===== config.mk =====
export PLATFORM = sky130hd
export DESIGN_NAME = id_stage
export DESIGN_NICKNAME = d
export VERILOG_FILES = /design/src/design/frontend_pkg.sv /design/src/design/id_stage.sv
export SDC_FILE = /design/constraint.sdc
export NUM_CORES = 1
export LEC_CHECK = 0
export BUFFER_PORTS_ARGS = -buffer_cell sky130_fd_sc_hd__buf_2
export CAP_MARGIN = 25
export CELL_PAD_IN_SITES_DETAIL_PLACEMENT = 1
export CELL_PAD_IN_SITES_GLOBAL_PLACEMENT = 1
export CORE_ASPECT_RATIO = 0.7
export CORE_MARGIN = 2
export CORE_UTILIZATION = 42
export DETAILED_ROUTE_END_ITERATION = 6
export GPL_ROUTABILITY_DRIVEN = 1
export PLACE_DENSITY = 0.87
export SLEW_MARGIN = 20
export SYNTH_ARGS = -nofsm -noshare
export SYNTH_HDL_FRONTEND = slang
export SYNTH_SLANG_ARGS = --single-unit

===== constraint.sdc =====
create_clock -name clk -period 8.25 [get_ports clk]
set_input_delay 0.825 -clock clk [delete_from_list [all_inputs] [get_ports clk]]
set_output_delay 0.825 -clock clk [all_outputs]
set_load 0.02 [all_outputs]

===== src/design/frontend_pkg.sv =====
`default_nettype none

package frontend_pkg;

  // datapath widths
  localparam int xlen = 64;
  localparam int if_to_id_width = 33;
  localparam int bj_ctrl_width = 66;

  // first fetch lands on reset_pc + 4
  localparam logic [xlen-1:0] reset_pc = 64'h7ffffffc;

  // instruction memory
  localparam logic [xlen-1:0] mem_base = 64'h80000000;
  localparam int mem_words = 256;
  localparam int mem_wait = 2;
  localparam int mem_idx_w = $clog2(mem_words);
  localparam int mem_cnt_w = $clog2(mem_wait + 1);

  // bus size and response codes
  localparam logic [1:0] size_w = 2'b10;
  localparam logic [1:0] resp_okay = 2'b00;
  localparam logic [1:0] resp_slverr = 2'b10;

  // fetch FSM states
  localparam logic [1:0] fetch_idle = 2'd0;
  localparam logic [1:0] fetch_addr = 2'd1;
  localparam logic [1:0] fetch_retn = 2'd2;

  // base opcodes
  localparam logic [6:0] op_lui = 7'b0110111;
  localparam logic [6:0] op_auipc = 7'b0010111;
  localparam logic [6:0] op_jal = 7'b1101111;
  localparam logic [6:0] op_jalr = 7'b1100111;
  localparam logic [6:0] op_branch = 7'b1100011;
  localparam logic [6:0] op_load = 7'b0000011;
  localparam logic [6:0] op_store = 7'b0100011;
  localparam logic [6:0] op_imm = 7'b0010011;
  localparam logic [6:0] op_reg = 7'b0110011;

  // decoded instruction kinds
  localparam logic [3:0] kind_alu_reg = 4'd0;
  localparam logic [3:0] kind_alu_imm = 4'd1;
  localparam logic [3:0] kind_load = 4'd2;
  localparam logic [3:0] kind_store = 4'd3;
  localparam logic [3:0] kind_branch = 4'd4;
  localparam logic [3:0] kind_jal = 4'd5;
  localparam logic [3:0] kind_jalr = 4'd6;
  localparam logic [3:0] kind_lui = 4'd7;
  localparam logic [3:0] kind_auipc = 4'd8;
  localparam logic [3:0] kind_illegal = 4'd9;
  localparam logic [3:0] kind_fetch_fault = 4'd10;

  typedef struct packed {
    logic [6:0] funct7;
    logic [4:0] rs2;
    logic [4:0] rs1;
    logic [2:0] funct3;
    logic [4:0] rd;
    logic [6:0] opcode;
  } r_fmt_t;

  typedef struct packed {
    logic [11:0] imm;
    logic [4:0]  rs1;
    logic [2:0]  funct3;
    logic [4:0]  rd;
    logic [6:0]  opcode;
  } i_fmt_t;

  typedef struct packed {
    logic [6:0] imm_hi;
    logic [4:0] rs2;
    logic [4:0] rs1;
    logic [2:0] funct3;
    logic [4:0] imm_lo;
    logic [6:0] opcode;
  } s_fmt_t;

  // branch offset bits are scattered
  typedef struct packed {
    logic       imm_12;
    logic [5:0] imm_10_5;
    logic [4:0] rs2;
    logic [4:0] rs1;
    logic [2:0] funct3;
    logic [3:0] imm_4_1;
    logic       imm_11;
    logic [6:0] opcode;
  } b_fmt_t;

  typedef struct packed {
    logic [19:0] imm;
    logic [4:0]  rd;
    logic [6:0]  opcode;
  } u_fmt_t;

  typedef struct packed {
    logic       imm_20;
    logic [9:0] imm_10_1;
    logic       imm_11;
    logic [7:0] imm_19_12;
    logic [4:0] rd;
    logic [6:0] opcode;
  } j_fmt_t;

  // one word, six readings
  typedef union packed {
    r_fmt_t r_fmt;
    i_fmt_t i_fmt;
    s_fmt_t s_fmt;
    b_fmt_t b_fmt;
    u_fmt_t u_fmt;
    j_fmt_t j_fmt;
  } inst_t;

endpackage

`default_nettype wire


===== src/design/id_stage.sv =====
`default_nettype none
`timescale 1ns/1ps

module id_stage (
  input  logic                                    clk,
  input  logic                                    rst,

  input  logic                                    if_to_id_valid,
  input  logic [frontend_pkg::xlen-1:0]           if_to_id_pc,
  input  logic [frontend_pkg::if_to_id_width-1:0] if_to_id_bus,
  output logic                                    id_allowin,

  output logic [frontend_pkg::bj_ctrl_width-1:0]  bj_ctrl_bus,
  input  logic                                    if_bj_ready,

  output logic                                    dec_valid,
  input  logic                                    dec_ready,
  output logic [frontend_pkg::xlen-1:0]           dec_pc,
  output logic [3:0]                              dec_kind,
  output logic [4:0]                              dec_rd,
  output logic [4:0]                              dec_rs1,
  output logic [4:0]                              dec_rs2,
  output logic [frontend_pkg::xlen-1:0]           dec_imm
);
  import frontend_pkg::*;

  inst_t           inst;
  logic            fault;
  logic            accept;
  logic            bj_transfer;
  logic            tok_pend;
  logic            tok_ena;
  logic [xlen-1:0] tok_pc;
  logic [xlen-1:0] imm_i;
  logic [xlen-1:0] imm_s;
  logic [xlen-1:0] imm_b;
  logic [xlen-1:0] imm_u;
  logic [xlen-1:0] imm_j;
  logic [3:0]      kind_c;
  logic [4:0]      rd_c;
  logic [4:0]      rs1_c;
  logic [4:0]      rs2_c;
  logic [xlen-1:0] imm_c;

  assign inst = if_to_id_bus[31:0];
  assign fault = if_to_id_bus[if_to_id_width-1];

  // sign-extended immediates for each format
  assign imm_i = {{52{inst.i_fmt.imm[11]}}, inst.i_fmt.imm};
  assign imm_s = {{52{inst.s_fmt.imm_hi[6]}}, inst.s_fmt.imm_hi, inst.s_fmt.imm_lo};
  assign imm_b = {{52{inst.b_fmt.imm_12}}, inst.b_fmt.imm_11, inst.b_fmt.imm_10_5,
                  inst.b_fmt.imm_4_1, 1'b0};
  assign imm_u = {{32{inst.u_fmt.imm[19]}}, inst.u_fmt.imm, 12'b0};
  assign imm_j = {{44{inst.j_fmt.imm_20}}, inst.j_fmt.imm_19_12, inst.j_fmt.imm_11,
                  inst.j_fmt.imm_10_1, 1'b0};

  // fields absent from a format read as zero
  always_comb begin
    kind_c = kind_illegal;
    rd_c = '0;
    rs1_c = '0;
    rs2_c = '0;
    imm_c = '0;
    if (fault) begin
      kind_c = kind_fetch_fault;
    end else begin
      case (inst.r_fmt.opcode)
        op_reg: begin
          kind_c = kind_alu_reg;
          rd_c = inst.r_fmt.rd;
          rs1_c = inst.r_fmt.rs1;
          rs2_c = inst.r_fmt.rs2;
        end
        op_imm, op_load, op_jalr: begin
          if (inst.i_fmt.opcode == op_imm) begin
            kind_c = kind_alu_imm;
          end else if (inst.i_fmt.opcode == op_load) begin
            kind_c = kind_load;
          end else begin
            kind_c = kind_jalr;
          end
          rd_c = inst.i_fmt.rd;
          rs1_c = inst.i_fmt.rs1;
          imm_c = imm_i;
        end
        op_store: begin
          kind_c = kind_store;
          rs1_c = inst.s_fmt.rs1;
          rs2_c = inst.s_fmt.rs2;
          imm_c = imm_s;
        end
        op_branch: begin
          kind_c = kind_branch;
          rs1_c = inst.b_fmt.rs1;
          rs2_c = inst.b_fmt.rs2;
          imm_c = imm_b;
        end
        op_lui, op_auipc: begin
          kind_c = inst.u_fmt.opcode == op_lui ? kind_lui : kind_auipc;
          rd_c = inst.u_fmt.rd;
          imm_c = imm_u;
        end
        op_jal: begin
          kind_c = kind_jal;
          rd_c = inst.j_fmt.rd;
          imm_c = imm_j;
        end
        default: kind_c = kind_illegal;
      endcase
    end
  end

  assign id_allowin = !dec_valid || dec_ready;
  assign accept = if_to_id_valid && id_allowin;

  // decode output register
  always_ff @(posedge clk) begin
    if (rst) begin
      dec_valid <= 1'b0;
    end else if (id_allowin) begin
      dec_valid <= if_to_id_valid;
    end
  end

  always_ff @(posedge clk) begin
    if (accept) begin
      dec_pc <= if_to_id_pc;
      dec_kind <= kind_c;
      dec_rd <= rd_c;
      dec_rs1 <= rs1_c;
      dec_rs2 <= rs2_c;
      dec_imm <= imm_c;
    end
  end

  // one token after reset, then one per accepted instruction
  assign bj_transfer = tok_pend && if_bj_ready;

  always_ff @(posedge clk) begin
    if (rst) begin
      tok_pend <= 1'b1;
      tok_ena <= 1'b0;
    end else if (accept) begin
      tok_pend <= 1'b1;
      tok_ena <= kind_c == kind_jal;
    end else if (bj_transfer) begin
      tok_pend <= 1'b0;
    end
  end

  // JAL target resolved here
  always_ff @(posedge clk) begin
    if (accept) begin
      tok_pc <= if_to_id_pc + imm_j;
    end
  end

  assign bj_ctrl_bus = {tok_pc, tok_ena, tok_pend};

  // held result must not change under back-pressure
  dec_hold_a: assert property (
    @(posedge clk) disable iff (rst)
    dec_valid && !dec_ready |=> dec_valid && $stable(dec_pc) && $stable(dec_kind)
  ) else $error("id_stage: decoded output changed while stalled");

endmodule

`default_nettype wire


==> results_dict.tcl <==
set metrics [dict create \
    setup_viol_count_final 0 \
    vias 9078 \
    critical_path.top_delay_family "compound AO/OA/AOI/OAI gates" \
    max_freq_mhz 268 \
    start_util_pct 42.5 \
    cts_hold_buffers 0 \
    syn_nets 1134 \
    yosys.area.top_type "edfxtp_1" \
    dp.final_hpwl_microns 27000 \
    synth_simple_gate_area_share_pct 12.9 \
    first_pass_iters 5 \
    dp.cells 1551 \
    ys_seq_area_share_pct 51.9 \
    drtIter0Drc 675 \
    r2r_slack_ns 5.80 \
    yosys-top-cells-area "edfxtp_1, ha_1, a21oi_1" \
    crit_chain "buf_2 > buf_4 > ha_1 > a21oi_1 > o21ai_0 > a221oi_1 > a22oi_1 > a41o_2 > a2111oi_2 > o31ai_1 > xor2_1" \
    status "completed" \
    grt_antenna_before_repair 0 \
    root_buffer "clkbuf_16" \
    r2r-start "dec_valid" \
    n_fill_cell 2812 \
    io_buffers 316 \
    detail_route.vias_per_cell 5.73 \
    yosysTopAreaCellShare_pct 51.4 \
    gp_congestion 0.936 \
    avgSynthCellArea_sq_um 10.7 \
    yosys_warnings 0 \
    grt-ovfl-total 0 \
    dieHeight_microns 136 \
    worstSetupPathType "in2reg" \
    nets 1410 \
    power.leakage_nw 5.20 \
    synthCells 969 \
    muxShareOfSynthArea_pct 0.0962 \
    finalSetupTns_ns 0 \
    skew_ns 0.00909 \
    critPathMaxFanout 49 \
    cts_sinks 181 \
    min_path_type "reg2reg" \
    cts_tree "yes" \
    hold_viol 0 \
    drive_above_1_share_pct 29.7 \
    multiInputGateArea_sq_um 4500 \
    ff2ff_path_depth 4 \
    synth_top_family_by_area "compound AO/OA/AOI/OAI gates" \
    track_usage_pct 26.4 \
    cp_slowest_stage_delay_ns 0.51 \
    synth_compound_area_share_pct 17.6 \
    clk_latency_ns 0.44 \
    crit_required_ns 8.43 \
    synth_edf_count 178 \
    start_kind "primary input" \
    ff_latch_area_sq_um 5410 \
    layout_min_cycle_time_ns 3.73 \
    syn2layout_area_growth_pct 21.3 \
    post_cts.repair.setup_buffers 0 \
    instances_no_fill 1584 \
    die_width_microns 192 \
    synth-xor-area-share_pct 4.97 \
    io_pins 317 \
    startpoint "if_to_id_bus[31]" \
    synth_fa_ha_area_share_pct 7.65 \
    crit_cells 11 \
    grt_setup_unrepaired "no" \
    grt_pass1_vias 9024 \
    timing.hold.ws_ns 0.459 \
    clkTransAtPathRegs_ns 0.08 \
    clockBufferDepth 2 \
    tightest_slew_ns 0.921 \
    fin_crit_sh_pct 45.2 \
    num_rows 48 \
    ys.flop_type "edfxtp_1" \
    wire_per_inst_microns 22.0 \
    peakVddDrop_uv 147 \
    grt_pass1_wl_microns 52200 \
    ant_nets 0 \
    final_core_util_pct 51.5 \
    critPathCaptureType "flip-flop" \
    cts_resized 0 \
    slew_viol_final 0 \
    core_sq_um 24500 \
    worstPathArrival_ns 3.91 \
    cts_made_buffers 17 \
    crit_slowest_cell "a221oi_1" \
    drc 0 \
    critPathBufInv 2 \
    layout.cells.most_common "buf_2" \
    synth_cell_type_count 70 \
    crit_path_end "tok_pc[56]" \
    grt_max_degree 96 \
    slew_headroom_pct 38.6 \
    wl_microns 34800 \
    max-cap-violations 0 \
    async_reset_ff_share_pct 0 \
    synth_seq_cells 181 \
    cellPowerDensity_nw_per_um2 206 \
    htreeDepth 4 \
    layout_common_cells "buf_2, edfxtp_1, a21oi_1" \
    r2r_end "tok_pc[6]" \
    die-area_sq_um 26100 \
    netlist_area_sq_um 10400 \
]
-- routing by layer --
metal  global-route usage, %  part of all wire, %  vias up  wire, microns
met4                    7.55                  2.2        0            774
met3                    5.59                  8.6       51           2990
met1                    36.5                   43     4469          15100
li1                        -                    -     4144              -
met5                       0                    0        -              0
met2                    41.9                   46      414          15900
-- power breakdown --
part           leakage (nW)  total [W]  switching [W]  internal (W)
Clock                 0.276   0.000810       0.000409      0.000401
Sequential             1.76    0.00114      0.0000292       0.00111
Combinational          3.17   0.000646       0.000436      0.000210
-- worst min path at each step --
stage | from | slack, ns | end | depth (start not counted)
6_report | tok_ena | 0.46 | tok_ena | 2
5_1_grt | tok_ena | 0.48 | tok_ena | 2
4_1_cts | tok_ena | 0.46 | tok_ena | 2
3_5_place_dp | tok_ena | 0.45 | tok_ena | 2
3_3_place_gp | tok_ena | 0.44 | tok_ena | 2
2_1_floorplan | tok_ena | 0.43 | tok_ena | 2
-- layout make-up --
cell class                      count  area share [%]
Timing Repair Buffer              320            12.8
Clock inverter                     14            1.07
Multi-Input combinational cell    693            35.7
Tap cell                          325            3.22
Inverter                           32           0.991
Clock buffer                       18            3.40
Antenna cell                        1          0.0198
Sequential cell                   181            42.8
-- synth_stat cells (7+ instances only) --
master    number
edfxtp_1     178
a21oi_1      115
nand2_1      100
nor2_1        64
ha_1          62
o21ai_0       44
xnor2_1       39
buf_4         35
inv_1         31
and2_1        27
a21o_1        23
nor3_1        22
xor2_1        20
clkbuf_1      19
nand3_1       18
o21bai_1      18
nand4_1       17
a31oi_1        9
a22oi_1        8
o211ai_1       8
nor4_1         7
-- worst register-to-register path: stages, from the launching register on --
cell      delay (ns)
dfxtp_1         0.32
nand2b_1        0.12
nand2_1         0.17
inv_6           0.67
buf_6           0.75
-- kinds of logic (layout without fill, tap and decap cells) --
kind of cell,count (synthesis),after routing
compound gates,286,286
xor+xnor,59,59
fa+ha+maj,63,63
buf+inv,95,384
flops,181,181
mux,1,1
other cells,0,1
simple gates,284,284
-- flip-flops by register name (all words and copies together), names as in the netlist, 4 cells and up --
signal    cells
dec_rs2       5
dec_imm      32
tok_pc       63
dec_pc       64
dec_rs1       5
dec_kind      4
dec_rd        5
-- per-stage QoR --
| stage | area [sq um] | worst slack (ns) | total power [W] |
|---|---|---|---|
| 5_1_grt | 12600 | 4.35 | 0.00269 |
| 3_3_place_gp | 12100 | 4.26 | 0.00178 |
| 6_report | 12600 | 4.52 | 0.00260 |
| 2_1_floorplan | 10400 | 3.02 | 0.00158 |
| 3_5_place_dp | 12100 | 4.19 | 0.00179 |
| 4_1_cts | 12600 | 4.65 | 0.00260 |
Note: power is estimated with default switching activity, not from simulation.
