`src/design/frontend_pkg.sv`:
```
`default_nettype none

package frontend_pkg;

  // datapath widths
  localparam int xlen = 64;
  localparam int if_to_id_width = 33;
  localparam int bj_ctrl_width = 66;

  // first fetch lands on reset_pc + 4
  localparam logic [xlen-1:0] reset_pc = 64'h7ffffffc;

  // instruction memory
  localparam logic [xlen-1:0] mem_base = 64'h80000000;
  localparam int mem_words = 256;
  localparam int mem_wait = 2;
  localparam int mem_idx_w = $clog2(mem_words);
  localparam int mem_cnt_w = $clog2(mem_wait + 1);

  // bus size and response codes
  localparam logic [1:0] size_w = 2'b10;
  localparam logic [1:0] resp_okay = 2'b00;
  localparam logic [1:0] resp_slverr = 2'b10;

  // fetch FSM states
  localparam logic [1:0] fetch_idle = 2'd0;
  localparam logic [1:0] fetch_addr = 2'd1;
  localparam logic [1:0] fetch_retn = 2'd2;

  // base opcodes
  localparam logic [6:0] op_lui = 7'b0110111;
  localparam logic [6:0] op_auipc = 7'b0010111;
  localparam logic [6:0] op_jal = 7'b1101111;
  localparam logic [6:0] op_jalr = 7'b1100111;
  localparam logic [6:0] op_branch = 7'b1100011;
  localparam logic [6:0] op_load = 7'b0000011;
  localparam logic [6:0] op_store = 7'b0100011;
  localparam logic [6:0] op_imm = 7'b0010011;
  localparam logic [6:0] op_reg = 7'b0110011;

  // decoded instruction kinds
  localparam logic [3:0] kind_alu_reg = 4'd0;
  localparam logic [3:0] kind_alu_imm = 4'd1;
  localparam logic [3:0] kind_load = 4'd2;
  localparam logic [3:0] kind_store = 4'd3;
  localparam logic [3:0] kind_branch = 4'd4;
  localparam logic [3:0] kind_jal = 4'd5;
  localparam logic [3:0] kind_jalr = 4'd6;
  localparam logic [3:0] kind_lui = 4'd7;
  localparam logic [3:0] kind_auipc = 4'd8;
  localparam logic [3:0] kind_illegal = 4'd9;
  localparam logic [3:0] kind_fetch_fault = 4'd10;

  typedef struct packed {
    logic [6:0] funct7;
    logic [4:0] rs2;
    logic [4:0] rs1;
    logic [2:0] funct3;
    logic [4:0] rd;
    logic [6:0] opcode;
  } r_fmt_t;

  typedef struct packed {
    logic [11:0] imm;
    logic [4:0]  rs1;
    logic [2:0]  funct3;
    logic [4:0]  rd;
    logic [6:0]  opcode;
  } i_fmt_t;

  typedef struct packed {
    logic [6:0] imm_hi;
    logic [4:0] rs2;
    logic [4:0] rs1;
    logic [2:0] funct3;
    logic [4:0] imm_lo;
    logic [6:0] opcode;
  } s_fmt_t;

  // branch offset bits are scattered
  typedef struct packed {
    logic       imm_12;
    logic [5:0] imm_10_5;
    logic [4:0] rs2;
    logic [4:0] rs1;
    logic [2:0] funct3;
    logic [3:0] imm_4_1;
    logic       imm_11;
    logic [6:0] opcode;
  } b_fmt_t;

  typedef struct packed {
    logic [19:0] imm;
    logic [4:0]  rd;
    logic [6:0]  opcode;
  } u_fmt_t;

  typedef struct packed {
    logic       imm_20;
    logic [9:0] imm_10_1;
    logic       imm_11;
    logic [7:0] imm_19_12;
    logic [4:0] rd;
    logic [6:0] opcode;
  } j_fmt_t;

  // one word, six readings
  typedef union packed {
    r_fmt_t r_fmt;
    i_fmt_t i_fmt;
    s_fmt_t s_fmt;
    b_fmt_t b_fmt;
    u_fmt_t u_fmt;
    j_fmt_t j_fmt;
  } inst_t;

endpackage

`default_nettype wire

```
`src/design/if_stage.sv`:
```
`default_nettype none
`timescale 1ns/1ps

module if_stage (
  input  logic                                    clk,
  input  logic                                    rst,

  output logic                                    if_to_id_valid,
  output logic [frontend_pkg::xlen-1:0]           if_to_id_pc,
  output logic [frontend_pkg::if_to_id_width-1:0] if_to_id_bus,
  input  logic                                    id_allowin,

  output logic                                    if_bj_ready,
  input  logic [frontend_pkg::bj_ctrl_width-1:0]  bj_ctrl_bus,

  output logic                                    mem_valid,
  output logic [frontend_pkg::xlen-1:0]           mem_addr,
  output logic [1:0]                              mem_size,
  input  logic                                    mem_ready,
  input  logic [31:0]                             mem_rdata,
  input  logic [1:0]                              mem_resp
);
  import frontend_pkg::*;

  logic [xlen-1:0] bj_pc;
  logic            bj_ena;
  logic            bj_valid;
  logic            bj_handshake;
  logic            mem_handshake;
  logic [1:0]      state;
  logic [1:0]      state_nxt;
  logic [xlen-1:0] next_pc;
  logic            ret_valid;
  logic            if_valid;
  logic            if_allowin;
  logic            if_load;
  logic [xlen-1:0] if_pc;
  logic [31:0]     if_inst;
  logic            if_fault;

  // token layout is target, enable, valid
  assign {bj_pc, bj_ena, bj_valid} = bj_ctrl_bus;

  // tokens are only taken between fetches
  assign if_bj_ready = state == fetch_idle;
  assign bj_handshake = if_bj_ready && bj_valid;
  assign next_pc = bj_ena ? bj_pc : if_pc + 64'd4;

  assign mem_valid = state == fetch_addr;
  assign mem_size = size_w;
  assign mem_handshake = mem_valid && mem_ready;

  // returned word waits in retn until the IF register is free
  assign ret_valid = state == fetch_retn;
  assign if_allowin = !if_valid || id_allowin;
  assign if_load = ret_valid && if_allowin;

  always_ff @(posedge clk) begin
    if (rst) begin
      state <= fetch_idle;
    end else begin
      state <= state_nxt;
    end
  end

  always_comb begin
    state_nxt = state;
    case (state)
      fetch_idle: begin
        if (bj_handshake) begin
          state_nxt = fetch_addr;
        end
      end
      fetch_addr: begin
        if (mem_handshake) begin
          state_nxt = fetch_retn;
        end
      end
      fetch_retn: begin
        if (if_load) begin
          state_nxt = fetch_idle;
        end
      end
      default: state_nxt = fetch_idle;
    endcase
  end

  // request address fixed at token time
  always_ff @(posedge clk) begin
    if (bj_handshake) begin
      mem_addr <= next_pc;
    end
  end

  // IF pipeline register
  always_ff @(posedge clk) begin
    if (rst) begin
      if_valid <= 1'b0;
    end else if (if_allowin) begin
      if_valid <= ret_valid;
    end
  end

  always_ff @(posedge clk) begin
    if (rst) begin
      if_pc <= reset_pc;
    end else if (if_load) begin
      if_pc <= mem_addr;
    end
  end

  // memory holds rdata and resp until the next transfer
  always_ff @(posedge clk) begin
    if (if_load) begin
      if_inst <= mem_rdata;
      if_fault <= mem_resp != resp_okay;
    end
  end

  assign if_to_id_valid = if_valid;
  assign if_to_id_pc = if_pc;
  assign if_to_id_bus = {if_fault, if_inst};

  // request must not move while the memory is still waiting
  addr_hold_a: assert property (
    @(posedge clk) disable iff (rst)
    mem_valid && !mem_ready |=> mem_valid && $stable(mem_addr)
  ) else $error("if_stage: fetch address changed during a pending request");

endmodule

`default_nettype wire

```
`config.mk`:
```
export PLATFORM = sky130hd
export DESIGN_NAME = if_stage
export DESIGN_NICKNAME = d
export VERILOG_FILES = /design/src/design/frontend_pkg.sv /design/src/design/if_stage.sv
export SDC_FILE = /design/constraint.sdc
export NUM_CORES = 1
export LEC_CHECK = 0
export ABC_AREA = 0
export ABC_CLOCK_PERIOD_IN_PS = 2650
export BUFFER_PORTS_ARGS = -buffer_cell sky130_fd_sc_hd__buf_2
export CAP_MARGIN = 20
export CORE_ASPECT_RATIO = 1.75
export CORE_MARGIN = 4
export CORE_UTILIZATION = 45
export DETAILED_ROUTE_END_ITERATION = 7
export GPL_TIMING_DRIVEN = 0
export PLACE_DENSITY = 0.75
export RECOVER_POWER = 100
export SLEW_MARGIN = 25
export SYNTH_ARGS = -nofsm -noshare
export SYNTH_HDL_FRONTEND = slang
export SYNTH_SLANG_ARGS = --single-unit
```
`constraint.sdc`:
```
create_clock -name clk -period 2.65 [get_ports clk]
set_clock_uncertainty 0.15 [all_clocks]
set_input_delay 0.1325 -clock clk [delete_from_list [all_inputs] [get_ports clk]]
set_output_delay 0.1325 -clock clk [all_outputs]
set_load 0.03 [all_outputs]
```
==> results.sh, run 1 <==
export IMPL_leakage_nw=3.97
export IMPL_ir_worst_vdd_mv=0.470
export IMPL_worst_pin_slew_ns=1.35
export IMPL_drive_gt1_frac=0.152
export IMPL_cp_slowest_stage_delay_ns=0.46
export IMPL_vias_per_cell=5.70
export IMPL_io_pins=270
export IMPL_final_cell_mix="clkbuf_1 (210), nand2_1 (191), dlygate4sd3_1 (102)"
export IMPL_die_area_um2=18700
export IMPL_ys_ff_latch=164
export IMPL_rsz0062_at_grt="no"
export IMPL_clk_transition_reported_paths_ns=0.07
export IMPL_dp_hpwl_um=18800
export IMPL_die_x_um=105
export IMPL_fmax_ghz=0.389
export IMPL_numPortBuffers=266
export IMPL_syn_num_nets=866
export IMPL_vias=7778
export IMPL_cts_sinks=164
export IMPL_hp_class="input port to flip-flop"
export IMPL_fin_util=0.662
export IMPL_met3_usage=0.0496
export IMPL_grt_pass1_vias=7697
export IMPL_gr_usage_met2=0.547
export IMPL_cp_end_kind="flip-flop"
export IMPL_finalHoldViolCount=0
export IMPL_core_area_um2=16000
export IMPL_placementRows=61
export IMPL_yosysWarnings=0
export IMPL_cp_max_fo=10
export IMPL_cpMostUsedCell="buf_4"
export IMPL_required_ns=2.67
export IMPL_htreeDepth=4
export IMPL_dp_slack_ns=-0.492
export IMPL_cp_arrival_ns=2.59
export IMPL_drc=0
export IMPL_drv_cap=0
export IMPL_layout_nets=1266
export IMPL_area_delta_synth_final_pct=42.9
export IMPL_gr_total_overflow=0
export IMPL_worstHoldStart="rst"
export IMPL_worst_slack_ns=0.0795
export IMPL_grt_pass1_wl_um=41800
export IMPL_insertion_delay_ns=0.42
export IMPL_wl_per_cell_um=20.5
export IMPL_seq_area_frac_synth=0.572
export IMPL_grt_met1_usage=0.301
export IMPL_nFillCells=1358
export IMPL_syn_area_per_cell_um2=9.76
export IMPL_die_h_um=178
export IMPL_setup_viol=0
export IMPL_gp_congestion=0.909
export IMPL_antenna_found_initial=0
export IMPL_worstReg2RegStart="if_to_id_pc[11]"
export IMPL_wirelength_um=28000
export IMPL_layout_commonest_cell="clkbuf_1"
export IMPL_cts_made_buffers=17
export IMPL_clockBufferDepth=2
export IMPL_crit_slowest_cell="or4_1"
export IMPL_start_util=0.464
export IMPL_status="completed"
export IMPL_worst_slew_margin_rel=0.101
export IMPL_grt_busiest_layer="met2"
export IMPL_power_density_nw_per_um2=635
export IMPL_cts_root_buf="clkbuf_16"
export IMPL_worstSetupPathType="flip-flop to flip-flop"
export IMPL_synth_distinct_cells=41
export IMPL_crit_path_start="if_to_id_pc[11]"
export IMPL_syn_area_um2=7430
export IMPL_slew_viol_final=0
export IMPL_fin_crit_ns=2.57
export IMPL_dr_pass1_iters=5
export IMPL_syn_instance_count=761
export IMPL_drtAntennaViolNets=0
export IMPL_grt_usage=0.289
export IMPL_whs_ns=0.0345
export IMPL_setup_worst_path_start_class="flip-flop"
export IMPL_cts_tree="done"
export IMPL_crit_chain="nand4_1 -> buf_4 -> or4_1 -> buf_4 -> nor4_2 -> nor2_1 -> a221o_1"
export IMPL_grt_max_degree=42
export IMPL_finalCritPeriodShare=0.970
export IMPL_drt_iter0_markers=525
worst paths after layout:
kind | end | slack (ns) | depth (start not counted)
setup / recovery | mem_addr[39] | 0.08 | 7
hold / removal | if_to_id_pc[63] | 0.03 | 2
setup reg to reg | mem_addr[39] | 0.08 | 7
hold reg to reg | if_to_id_pc[1] | 0.33 | 2
worst max-delay path, delay by kind of cell (launching register included):
kind | cells | cell delay [ns]
AO/OA/AOI/OAI | 1 | 0.27
flip-flops | 1 | 0.39
AND/OR/NAND/NOR | 4 | 1.12
buffers and inverters | 2 | 0.38
cell usage after synthesis:
master	instances	area, µm²
nand4_1	32	200
mux2_2	6	67.6
nand2b_1	2	12.5
buf_1	5	18.8
nor4_1	15	93.8
nor3_2	1	10.0
nor4_4	1	21.3
and3_1	8	50.1
or3b_1	1	8.76
nand3_1	24	120
clkinv_1	1	3.75
o21ai_0	52	260
a31oi_1	11	68.8
a221o_1	2	20.0
buf_4	3	22.5
xor2_1	24	210
a21oi_1	37	185
a22oi_1	4	30.0
nand3_2	2	20.0
nor4_2	2	25.0
nor3_1	9	45.0
mux2i_1	3	30.0
and2_1	3	18.8
inv_1	6	22.5
buf_2	2	10.0
and4_1	7	61.3
xnor2_1	18	158
clkbuf_1	37	139
a22o_1	1	8.76
nand3b_1	30	225
or3_1	10	62.6
ha_1	1	12.5
nor2b_1	9	56.3
edfxtp_1	97	2910
conb_1	2	7.51
dfxtp_1	67	1340
or4_1	4	30.0
nand2_1	191	717
or2_2	1	6.26
a211o_1	1	8.76
nor2_1	29	109
stage by stage:
step | std cells | setup TNS [ns] | area, µm² | total power [mW]
3_3_place_gp | 1216 | -37.42 | 9000 | 4.07
3_5_place_dp | 1218 | -7.87 | 9050 | 4.10
6_report | 1364 | 0 | 10600 | 6.74
4_1_cts | 1361 | 0 | 10800 | 6.73
5_1_grt | 1363 | 0 | 10600 | 6.96
2_1_floorplan | 761 | 0 | 7430 | 3.70
kinds of logic (layout without fill, tap and decap cells):
kind of cell | count (synthesis) | after routing | synth area share
compound gates | 108 | 108 | 0.0783
fa+ha+maj | 1 | 1 | 0.00168
simple gates | 381 | 381 | 0.255
mux | 9 | 9 | 0.0131
buf+inv | 54 | 467 | 0.0291
flops | 164 | 164 | 0.572
other cells | 2 | 3 | 0.00101
xor+xnor | 42 | 42 | 0.0495
routing by layer:
| metal | vias to the layer above | wire [µm] | share of wire |
|---|---|---|---|
| met5 | - | 0 | 0 |
| met3 | 90 | 1900 | 0.068 |
| met1 | 3698 | 9720 | 0.35 |
| met2 | 472 | 15000 | 0.54 |
| li1 | 3518 | - | - |
| met4 | 0 | 1380 | 0.049 |
flip-flops by register name, indices dropped and copies added, names as in the netlist:
register / flops
state: 2
mem_addr: 64
if_to_id_pc: 64
if_fault: 1
if_inst: 32
if_to_id_valid: 1
final cells by class:
class,instances,area [µm²],area share
flip-flops and latches,164,4270,0.403
well taps,189,236,0.0223
inverters,7,26.3,0.00248
multi-input cells,543,3010,0.283
clock buffers,17,425,0.0401
diodes,1,2.50,0.000236
clock inverters,15,174,0.0164
repair buffers,381,2270,0.214
plain buffers,47,199,0.0187
report_power, final:
group	leakage [nW]	total, mW	switching (mW)	internal [mW]
Clock	0.293	2.53	1.24	1.28
Combinational	2.21	1.25	0.807	0.446
Sequential	1.46	2.97	0.102	2.86
timing repair:
action | in CTS | in global routing
hold endpoints to repair | 119 | 0
pin swaps | 8 | 3
endpoints found under the setup margin | 32 | 10
gates resized for setup | 15 | 15
buffers inserted | 9 | 2
cloned | 0 | 0
hold buffers | 102 | 0
No activity file was read; power rests on OpenSTA's default activity.
==> run 2: changes to the inputs <==
- PLACE_DENSITY: 0.75 -> 0.73
==> results.sh, run 2 (synthesis gave the netlist of run 1 again) <==
export IMPL_status="completed"
export IMPL_min_to="if_to_id_pc[0]"
export IMPL_start_util=0.464
export IMPL_r2r_worst_path_cells=9
export IMPL_worstSetupPathType="flip-flop to flip-flop"
export IMPL_placed_cells=1218
export IMPL_drc=0
export IMPL_fin_crit_ns=2.62
export IMPL_required_ns=2.77
export IMPL_power_density_nw_per_um2=628
export IMPL_stdcell_count=1367
export IMPL_wirelength_um=27500
export IMPL_cts_made_buffers=17
export IMPL_clk_transition_reported_paths_ns=0.07
export IMPL_fmax_ghz=0.382
export IMPL_worst_slew_margin_rel=0.0267
export IMPL_setup_worst_path_start_class="flip-flop"
export IMPL_multiInputGateArea_um2=3020
export IMPL_cts_tree="done"
export IMPL_gr_total_overflow=0
export IMPL_htreeDepth=4
export IMPL_finalHoldViolCount=0
export IMPL_die_x_um=105
export IMPL_gp_congestion=0.901
export IMPL_dp_hpwl_um=18700
export IMPL_grt_pass1_vias=7422
export IMPL_antenna_found_initial=0
export IMPL_seq_area_um2=4270
export IMPL_drt_iter0_markers=563
export IMPL_final_cell_mix="clkbuf_1 (210), nand2_1 (190), dlygate4sd3_1 (102)"
export IMPL_slew_viol_final=0
export IMPL_placementRows=61
export IMPL_drive_gt1_frac=0.151
export IMPL_dr_pass1_iters=7
export IMPL_cp_end_kind="flip-flop"
export IMPL_whs_ns=0.0239
export IMPL_layout_commonest_cell="clkbuf_1"
export IMPL_hp_class="input port to flip-flop"
export IMPL_cp_arrival_ns=2.74
export IMPL_setup_tns_ns=0
export IMPL_core_area_um2=16000
export IMPL_diodes=0
export IMPL_drv_cap=0
export IMPL_fin_util=0.663
export IMPL_layout_nets=1270
export IMPL_io_pins=270
export IMPL_worstHoldStart="rst"
export IMPL_regToRegSetupSlack_ns=0.03
export IMPL_wl_per_cell_um=20.1
export IMPL_area_delta_synth_final_pct=43.0
export IMPL_die_h_um=178
export IMPL_worstReg2RegStart="if_to_id_pc[2]"
export IMPL_grt_usage=0.283
export IMPL_clockBufferDepth=2
export IMPL_drtAntennaViolNets=0
export IMPL_ir_worst_vdd_mv=0.400
export IMPL_insertion_delay_ns=0.42
export IMPL_vias_per_cell=5.60
export IMPL_grt_pass1_wl_um=40800
export IMPL_setup_viol=0
export IMPL_cts_root_buf="clkbuf_16"
export IMPL_finalCritPeriodShare=0.987
export IMPL_reg2reg_to="mem_addr[44]"
export IMPL_numPortBuffers=266
export IMPL_cp_max_fo=6
export IMPL_total_power_mw=6.67
export IMPL_min_delay_path_depth=2
export IMPL_vias=7662
export IMPL_grt_max_degree=40
export IMPL_leakage_nw=3.96
export IMPL_cts_sinks=164
export IMPL_worst_pin_slew_ns=1.46
export IMPL_nFillCells=1356
export IMPL_die_area_um2=18700
[run 2: through the flow]
stage	cell area [µm²]	worst slack, ns
2_1_floorplan	7430	0.0528
3_3_place_gp	9000	-0.727
3_5_place_dp	9040	-0.498
4_1_cts	10800	-0.0350
5_1_grt	10600	-0.0100
6_report	10600	0.0337
[run 2: worst max-delay path, cell delays in order, from the launching register on]
cell,delay (ns)
dfxtp_1,0.47
ha_1,0.25
nand4_1,0.09
buf_4,0.17
nor3_4,0.23
buf_4,0.17
nand4_1,0.17
buf_4,0.21
or3_1,0.36
a31oi_1,0.18
[run 2: routing by layer]
metal	global-route usage	share of wire
met3	0.0551	0.068
met1	0.293	0.34
met4	0.136	0.044
met2	0.540	0.54
met5	0	0
[run 2: worst max-delay path by stage]
stage,cells past startpoint,start,slack (ns),to
global placement,5,state[1],-0.73,if_inst[12]
finish,9,if_to_id_pc[2],0.03,mem_addr[44]
floorplan,5,if_to_id_valid,0.05,if_fault
detailed placement,6,if_to_id_pc[2],-0.50,mem_addr[58]
CTS,6,if_to_id_pc[2],-0.04,mem_addr[22]
global route,9,if_to_id_pc[2],-0.01,mem_addr[44]
[run 2: report_power, final]
part	internal, mW	switching [mW]	total (mW)
logic	0.449	0.805	1.25
registers	2.86	0.0991	2.96
clock network	1.26	1.19	2.45
total	4.57	2.09	6.67
[run 2: layout make-up]
class,instances,share of cell area
flip-flops and latches,164,0.402
clock inverters,15,0.0152
repair buffers,386,0.216
plain buffers,46,0.0184
well taps,189,0.0223
multi-input cells,543,0.284
clock buffers,17,0.0400
inverters,7,0.00247
[run 2: timing repair]
action | 4_1_cts | 5_1_grt
hold buffers | 102 | 0
buffers inserted | 8 | 8
pin swaps | 8 | 6
resized for setup | 10 | 17
endpoints found under the setup margin | 33 | 17
cloned | 0 | 0
hold endpoints to repair | 120 | 0
